### src/pwm_cfg_pkg.sv
`default_nettype none

package pwm_cfg_pkg;

	// ~~~~~~~~~~~~~~~~~~~~~~~~~~~~~~~~~~~~~~~~~~~~~~~~~~~~~~~~~~~~~~~~~~~~~~
	// channel bank geometry
	// ~~~~~~~~~~~~~~~~~~~~~~~~~~~~~~~~~~~~~~~~~~~~~~~~~~~~~~~~~~~~~~~~~~~~~~

	// number of pwm outputs in the bank
	localparam int NPWM = 12;

	// width of the cycle down-counter and of the compare value
	localparam int PWM_BITS = 26;

	// width of a channel index as carried in the first command word
	// (indices 12..15 address nothing)
	localparam int CH_BITS = 4;

	// ~~~~~~~~~~~~~~~~~~~~~~~~~~~~~~~~~~~~~~~~~~~~~~~~~~~~~~~~~~~~~~~~~~~~~~
	// register field codes
	// ~~~~~~~~~~~~~~~~~~~~~~~~~~~~~~~~~~~~~~~~~~~~~~~~~~~~~~~~~~~~~~~~~~~~~~

	// tag sent with each write strobe from the decoder
	typedef enum logic [2:0] {
		// cycle length, stored minus one
		FIELD_CYCLE     = 3'd0,
		// compare value in countdown form
		FIELD_ON        = 3'd1,
		// level forced when the safety timer runs out
		FIELD_DEFAULT   = 3'd2,
		// safety timer reload, zero means no timeout
		FIELD_MAX_DUR   = 3'd3,
		// system time at which the scheduled compare loads
		FIELD_NEXT_TIME = 3'd4,
		// scheduled compare, writing it arms the channel
		FIELD_NEXT_ON   = 3'd5
	} cfg_field_e;

endpackage

`default_nettype wire
### src/pwm_cmd_pkg.sv
`default_nettype none

package pwm_cmd_pkg;

	import pwm_cfg_pkg::*;

	// ~~~~~~~~~~~~~~~~~~~~~~~~~~~~~~~~~~~~~~~~~~~~~~~~~~~~~~~~~~~~~~~~~~~~~~
	// command codes
	// ~~~~~~~~~~~~~~~~~~~~~~~~~~~~~~~~~~~~~~~~~~~~~~~~~~~~~~~~~~~~~~~~~~~~~~

	localparam int CMD_BITS = 8;

	// channel, cycle, on, default, max duration
	localparam logic [CMD_BITS-1:0] CMD_CONFIG_PWM = 8'd2;

	// channel, next time, next on
	localparam logic [CMD_BITS-1:0] CMD_SCHEDULE_PWM = 8'd3;

	// ~~~~~~~~~~~~~~~~~~~~~~~~~~~~~~~~~~~~~~~~~~~~~~~~~~~~~~~~~~~~~~~~~~~~~~
	// argument word
	// ~~~~~~~~~~~~~~~~~~~~~~~~~~~~~~~~~~~~~~~~~~~~~~~~~~~~~~~~~~~~~~~~~~~~~~

	localparam int ARG_BITS = 32;
	localparam int ARG_PAD_BITS = ARG_BITS - PWM_BITS;

	// tick view, upper bits are ignored
	typedef struct packed {
		logic [ARG_PAD_BITS-1:0] pad;
		logic [PWM_BITS-1:0]     tick;
	} arg_ticks_t;

	// raw view is used for times, durations, channel and default level
	typedef union packed {
		logic [ARG_BITS-1:0] raw;
		arg_ticks_t          ticks;
	} arg_word_u;

endpackage

`default_nettype wire

### src/pwm_cmd_decoder.sv
`timescale 1ns/1ns
`default_nettype none

module pwm_cmd_decoder (
	input  logic                                clk,
	input  logic                                rst_n,
	input  logic [pwm_cmd_pkg::CMD_BITS-1:0]    cmd,
	input  logic                                cmd_ready,
	input  pwm_cmd_pkg::arg_word_u              arg_data,
	output logic                                cmd_done,
	output logic                                wr_en,
	output logic [pwm_cfg_pkg::CH_BITS-1:0]     wr_channel,
	output pwm_cfg_pkg::cfg_field_e             wr_field,
	output pwm_cmd_pkg::arg_word_u              wr_data
);

	import pwm_cfg_pkg::*;
	import pwm_cmd_pkg::*;

	// ~~~~~~~~~~~~~~~~~~~~~~~~~~~~~~~~~~~~~~~~~~~~~~~~~~~~~~~~~~~~~~~~~~~~~~
	// states, one per expected argument word
	// ~~~~~~~~~~~~~~~~~~~~~~~~~~~~~~~~~~~~~~~~~~~~~~~~~~~~~~~~~~~~~~~~~~~~~~

	localparam logic [2:0] ST_IDLE        = 3'd0;
	localparam logic [2:0] ST_CFG_CYCLE   = 3'd1;
	localparam logic [2:0] ST_CFG_ON      = 3'd2;
	localparam logic [2:0] ST_CFG_DEFAULT = 3'd3;
	localparam logic [2:0] ST_CFG_MAX_DUR = 3'd4;
	localparam logic [2:0] ST_SCHED_TIME  = 3'd5;
	localparam logic [2:0] ST_SCHED_ON    = 3'd6;

	logic [2:0] state;

	// sequencing, channel latch and done pulse
	always_ff @(posedge clk) begin
		if (!rst_n) begin
			state      <= ST_IDLE;
			wr_channel <= '0;
			cmd_done   <= 1'b0;
		end else begin
			cmd_done <= 1'b0;
			case (state)
				ST_IDLE: begin
					// no new command in the done cycle
					if (cmd_ready && !cmd_done) begin
						wr_channel <= arg_data.raw[CH_BITS-1:0];
						if (cmd == CMD_CONFIG_PWM) begin
							state <= ST_CFG_CYCLE;
						end else if (cmd == CMD_SCHEDULE_PWM) begin
							state <= ST_SCHED_TIME;
						end else begin
							// unknown code, acknowledge right away
							cmd_done <= 1'b1;
						end
					end
				end
				ST_CFG_CYCLE: begin
					state <= ST_CFG_ON;
				end
				ST_CFG_ON: begin
					state <= ST_CFG_DEFAULT;
				end
				ST_CFG_DEFAULT: begin
					state <= ST_CFG_MAX_DUR;
				end
				ST_CFG_MAX_DUR: begin
					state    <= ST_IDLE;
					cmd_done <= 1'b1;
				end
				ST_SCHED_TIME: begin
					state <= ST_SCHED_ON;
				end
				ST_SCHED_ON: begin
					state    <= ST_IDLE;
					cmd_done <= 1'b1;
				end
				default: begin
					state <= ST_IDLE;
				end
			endcase
		end
	end

	// ~~~~~~~~~~~~~~~~~~~~~~~~~~~~~~~~~~~~~~~~~~~~~~~~~~~~~~~~~~~~~~~~~~~~~~
	// write strobe, one per argument word in the cycle it is present
	// ~~~~~~~~~~~~~~~~~~~~~~~~~~~~~~~~~~~~~~~~~~~~~~~~~~~~~~~~~~~~~~~~~~~~~~

	always_comb begin
		wr_en    = 1'b1;
		wr_field = FIELD_CYCLE;
		case (state)
			ST_CFG_CYCLE:   wr_field = FIELD_CYCLE;
			ST_CFG_ON:      wr_field = FIELD_ON;
			ST_CFG_DEFAULT: wr_field = FIELD_DEFAULT;
			ST_CFG_MAX_DUR: wr_field = FIELD_MAX_DUR;
			ST_SCHED_TIME:  wr_field = FIELD_NEXT_TIME;
			ST_SCHED_ON:    wr_field = FIELD_NEXT_ON;
			default:        wr_en    = 1'b0;
		endcase
	end

	// word goes out untouched, the register block picks the view
	assign wr_data = arg_data;

endmodule

`default_nettype wire

### config.mk
export PLATFORM = sky130hd
export DESIGN_NAME = pwm_cmd_decoder
export DESIGN_NICKNAME = d
export VERILOG_FILES = /design/src/pwm_cfg_pkg.sv /design/src/pwm_cmd_pkg.sv /design/src/pwm_cmd_decoder.sv
export SDC_FILE = /design/constraint.sdc
export NUM_CORES = 1
export LEC_CHECK = 0
export BUFFER_PORTS_ARGS = -buffer_cell sky130_fd_sc_hd__buf_4
export CORE_MARGIN = 2
export CORE_UTILIZATION = 32
export CTS_CLUSTER_SIZE = 14
export DETAILED_ROUTE_END_ITERATION = 7
export PLACE_DENSITY = 0.79
export REMOVE_ABC_BUFFERS = 1
export SKIP_CTS_REPAIR_TIMING = 1
export SLEW_MARGIN = 20
export SYNTH_ARGS = -nofsm -noshare
export SYNTH_HDL_FRONTEND = slang
export SYNTH_SLANG_ARGS = --single-unit
### constraint.sdc
create_clock -name clk -period 1.9 [get_ports clk]
set_clock_uncertainty 0.2 [all_clocks]
set_input_delay 0.475 -clock clk [delete_from_list [all_inputs] [get_ports clk]]
set_output_delay 0.475 -clock clk [all_outputs]
set_load 0.02 [all_outputs]
# After elaboration in Yosys (flattened, before gate mapping)
# Cells that the tools add are included.
# totals
ff_bits	8
in_bits	43
output_inout_bits	41
wordCells	30
# classes
n_eq_ne	10
muxes	10
n_reduce_logical	7
# op_table
operator	n
case mux 3 bit (5 select lines)	2
equality test 8 x 2 -> 1 bit (second input constant)	2
equality test 3 bit (second input constant)	3
two-way mux 3 bit	3
equality test 3 x 2 -> 1 bit (second input constant)	2
OR reduction 6 bit	1
two-way mux 1 bit	4
AND reduction 2 bit	2
equality test 3 x 1 -> 1 bit (second input constant)	1
zero test 3 bit	1
inequality test 3 bit (second input constant)	1
inequality test 2 bit (second input constant)	1
case mux 1 bit (2 select lines)	1
OR reduction 2 bit	1
logical AND 1 bit	1
zero test 1 bit	1

# Longest topological paths before layout
# depth
word_depth	5
ltp_mapped	4

# Worst setup path before layout
# Ideal clock, no wire load.
# synth_path
path_kind	reg-to-output
startpoint	reg state[2]
endpoint	out wr_en
t_arrival_ns	0.929
required_time_ns	1.225
path_slack_ns	0.296
path_stages_with_launch	4
n_path_buf	1
cell_sequence	dfxtp_1 clkbuf_8 and3_2 nor2_1
# synth_via
elab_chain_cells	3
elab_cells_between_ends	8
cone_classes	eq/ne: 6; mux: 1; reduce/logical: 1
# synth_lines
element	line	text
from (decl)	pwm_cmd_decoder.sv:32	logic [2:0] state;
from (signal assigned)	pwm_cmd_decoder.sv:37	state <= ST_IDLE;
from (signal assigned)	pwm_cmd_decoder.sv:48	state <= ST_CFG_CYCLE;
from (signal assigned)	pwm_cmd_decoder.sv:50	state <= ST_SCHED_TIME;
equality test 3 bit, or another cell as far along	pwm_cmd_decoder.sv:91	case (state)
OR reduction 6 bit (no line) *	-	
two-way mux 1 bit *	pwm_cmd_decoder.sv:91	
to (decl)	pwm_cmd_decoder.sv:11	output logic wr_en,
# Every way passes the cells marked *; elsewhere a longest branch is shown, timed or not.

# Final worst setup path
# layout_path
startpoint	reg state[1]
endpoint	out wr_field[2]
# layout_via
elab_chain_cells	2
elab_cells_between_ends	6
cone_classes	eq/ne: 5; mux: 1
# layout_lines
element	line	text
equality test 3 bit / equality test 3 x 2 -> 1 bit (equally long branches)	pwm_cmd_decoder.sv:91	
case mux 3 bit (5 select lines) *	pwm_cmd_decoder.sv:91	
to (decl)	pwm_cmd_decoder.sv:13	output pwm_cfg_pkg::cfg_field_e wr_field,
# Marked as above.

==> out/summary.md <==
Via count of the first global-routing pass: 514. In the layout the commonest cells are 28 x sky130_fd_sc_hd__buf_4, 5 x sky130_fd_sc_hd__nor2_1, 5 x sky130_fd_sc_hd__nand3_1, 5 x sky130_fd_sc_hd__a21oi_1, 5 x sky130_fd_sc_hd__dfxtp_1. The logs give 0 for the DRC violation count after routing and 2540 um^2 for the area enclosed by the die boundary.

Power spread over the standard cell area amounts to 589 nW/um^2. The later pin in the worst-skew pair is clocked with a latency of 0.26 ns. The logs give 0 for the max-cap check violation count and 1 for the deepest level of the CTS H-tree. The run gives 0.208 as the part of the total power dissipated in combinational logic. The biggest area contributor in the post-synthesis netlist is sky130_fd_sc_hd__buf_4. For the number of DRC markers after the initial detailed-route iteration, the log shows 9.

Summing internal, switching and leakage power gives 0.000402 W. Pin placement for this block handled 84 I/O pins. The synthesized design contains 8 register bits. The area share of the largest cell type after synthesis works out to 0.349. Timing would allow up to 556 MHz. IR analysis of the VDD net gives a maximum drop of 0.231 mV. The tools report the data required time of the critical path as 1.22 ns.

Global-route usage over all layers: 0.165. By startpoint and endpoint, the worst setup path is classified as flip-flop to output port. After detailed routing, the number of vias per cell comes to 5.10. The net switching fraction of the power is 0.273. After synthesis, the largest family of logic cells by area is buffers and inverters.

Compared with the post-synthesis result, the final layout area differs by -0.909%. The smallest clock period supported by the final layout is computed as 1.80 ns. The proportion of layout cells with a drive suffix above 1 works out to 0.488. In the final routed layout, each cell accounts on average for 19.5 um. Averaged over all synthesized cells, the footprint is 8.19 um^2. The logs give 0.345 for the share of power burned in the clock network and 546 for the number of vias after detailed routing. The cell area that synthesis handed to floorplanning was 688 um^2.

The die boundary height works out to 50.4 um. The run finished with clean final reports. Ranked by total cell area, the synthesized netlist is headed by sky130_fd_sc_hd__buf_4 35%, sky130_fd_sc_hd__dfxtp_1 23%, sky130_fd_sc_hd__a21oi_1 3.6%, sky130_fd_sc_hd__nand3_1 3.6%, sky130_fd_sc_hd__buf_6 3.3%. The largest fanout on the critical path came out at 9. The startpoint type of the worst setup path was a flip-flop.

The unique cell type count in the Yosys netlist was 26; the total global routing overflow was 0. After the flow finishes, the layout carries non-filler instances totaling 107. The antenna diode count was 0. The total of warnings raised by yosys was 0; the net switching power was 0.000110 W. The tightest hold path in the finished design has a slack of 0.276 ns. The count of nets left with antenna violations once routing finished came out at 0. Class of the tightest hold or removal check: primary input to flip-flop. The starting density of the core came out at 0.344. For this design, the sink count on the clock tree is 8. No sink is reached through more buffers than the 2 on the longest clock path. The post-synthesis adder-cell area fraction works out to 0.

The worst setup path is captured at an output port. The area share of xor/xnor cells in the synthesized design works out to 0.0255. The sequential element share of the synthesized area came out at 0.233. The measured slew at the worst slew-check pin is 0.365 ns, and the routed wire length is 2.08 mm. The simple-gate portion of the synthesized area is 0.193, and the post-DP HPWL is 1.78 mm. The hold violation total from the final report is 0. The floorplan has 16 rows. CTS placed an instance of sky130_fd_sc_hd__clkbuf_4 at the clock tree root. The max-slew violation count is 0, and the die outline width is 50.4 um.

STA puts the critical path data arrival time at 1.12 ns. The tools report the number of cells produced by synthesis as 84. The net count of the finished layout was 125; the leakage power total was 0.320 nW.

Maximum number of pins on one net before global-route repair: 12. The most frequent standard cell in the layout excluding fill and tap cells is sky130_fd_sc_hd__buf_4. The run gives 0 as the final-report setup violation count. The post-synthesis mux area share is 0.0145. The first TritonRoute pass finished after 4 iterations.

The proportion of power drawn by flip-flops and latches is 0.447. The area inside the core boundary came out at 2000 um^2. Including well taps, the total number of placed cells is 104.

Routability-driven placement finished with a final weighted congestion of 0.705. Clock tree synthesis inserted a total of 3 buffers. The post-route fraction of the period consumed by the critical path works out to 0.947. TritonCTS built the clock tree. The number of antenna violations at the first check in global routing was 0. The internal power of the cells totals 0.000292 W. The number of buffer cells added on primary ports is 27. Setup repair after global routing left no endpoint under its margin. The headroom to the max-slew limit was 0.754; the fraction of the mapped netlist area in compound gates was 0.122. After clock tree synthesis, the clock-pin slew on the worst setup and hold paths is 0.06 ns. The first global-routing pass estimated 2.83 mm of wire.
==> critical path, cell delays in order (launching register included) <==
cell and delay, ns:
sky130_fd_sc_hd__dfxtp_2 0.44, sky130_fd_sc_hd__xor2_1 0.15, sky130_fd_sc_hd__and2_1 0.13, sky130_fd_sc_hd__buf_4 0.13
==> through the flow <==
stage / worst slack (ns) / TNS [ns] / cell area (um^2) / util
floorplan: 0.263 / 0 / 412 / -
global placement: 0.254 / 0 / 656 / 0.328
detailed placement: 0.235 / 0 / 656 / 0.328
CTS: -0.0544 / -0.162 / 678 / 0.339
global route: 0.00691 / 0 / 682 / 0.341
finish: 0.100 / 0 / 682 / 0.341
==> per-layer routing <==
layer	part of all wire	GRT usage
met5	0	0
met4	0.012	0.0541
met3	0.24	0.190
met2	0.36	0.195
met1	0.39	0.181
==> synthesized netlist by cell type, drive strengths merged <==
library cell / number
o21ai: 4
a211oi: 1
nand3: 5
mux2i: 1
clkbuf: 1
nor3: 1
and2: 1
buf: 34
or2b: 2
o22ai: 1
a211o: 1
nor4: 1
a22oi: 1
xor2: 2
dfxtp: 8
nor2: 5
nand2: 3
or3: 1
nor3b: 1
and3: 1
inv: 2
nor2b: 1
a21oi: 6
==> power by group through the flow <==
stage	clock network, W	logic (W)	registers [W]
6_report	0.000139	0.0000835	0.000179
3_3_place_gp	0	0.0000822	0.000183
5_1_grt	0.000150	0.0000893	0.000181
4_1_cts	0.000142	0.0000836	0.000180
3_5_place_dp	0	0.0000834	0.000183
2_1_floorplan	0	0.0000219	0.000192
==> cell families (layout without fill, tap and decap cells) <==
group,after synthesis,in the layout
buffers and inverters,37,33
AND/OR/NAND/NOR,22,22
AO/OA/AOI/OAI,14,14
flip-flops,8,8
XOR/XNOR,2,2
multiplexers,1,1
==> layout make-up <==
| type | instances | area, um^2 |
|---|---|---|
| fillers | 231 | 1320 |
| inverters | 2 | 7.51 |
| repair buffers | 28 | 210 |
| flip-flops and latches | 8 | 164 |
| well taps | 27 | 33.8 |
| multi-input cells | 39 | 244 |
| clock buffers | 3 | 22.5 |
==> registers in the layout, summed over array words and instances, names as in the netlist <==
name        flops
wr_channel      4
state           3
cmd_done        1
==> final timing paths <==
| check | from | to | slack (ns) | cells past startpoint |
|---|---|---|---|---|
| worst max register to register | state[0]$_SDFFE_PN0P_ | cmd_done$_SDFF_PN0_ | 0.44 | 3 |
| worst min register to register | wr_channel[1]$_SDFFE_PN0P_ | wr_channel[1]$_SDFFE_PN0P_ | 0.28 | 2 |
| worst max-delay path | state[1]$_SDFFE_PN0P_ | wr_field[2] | 0.10 | 3 |
| worst min-delay path | rst_n | state[0]$_SDFFE_PN0P_ | 0.28 | 3 |
No activity file was read; power rests on OpenSTA's default activity.
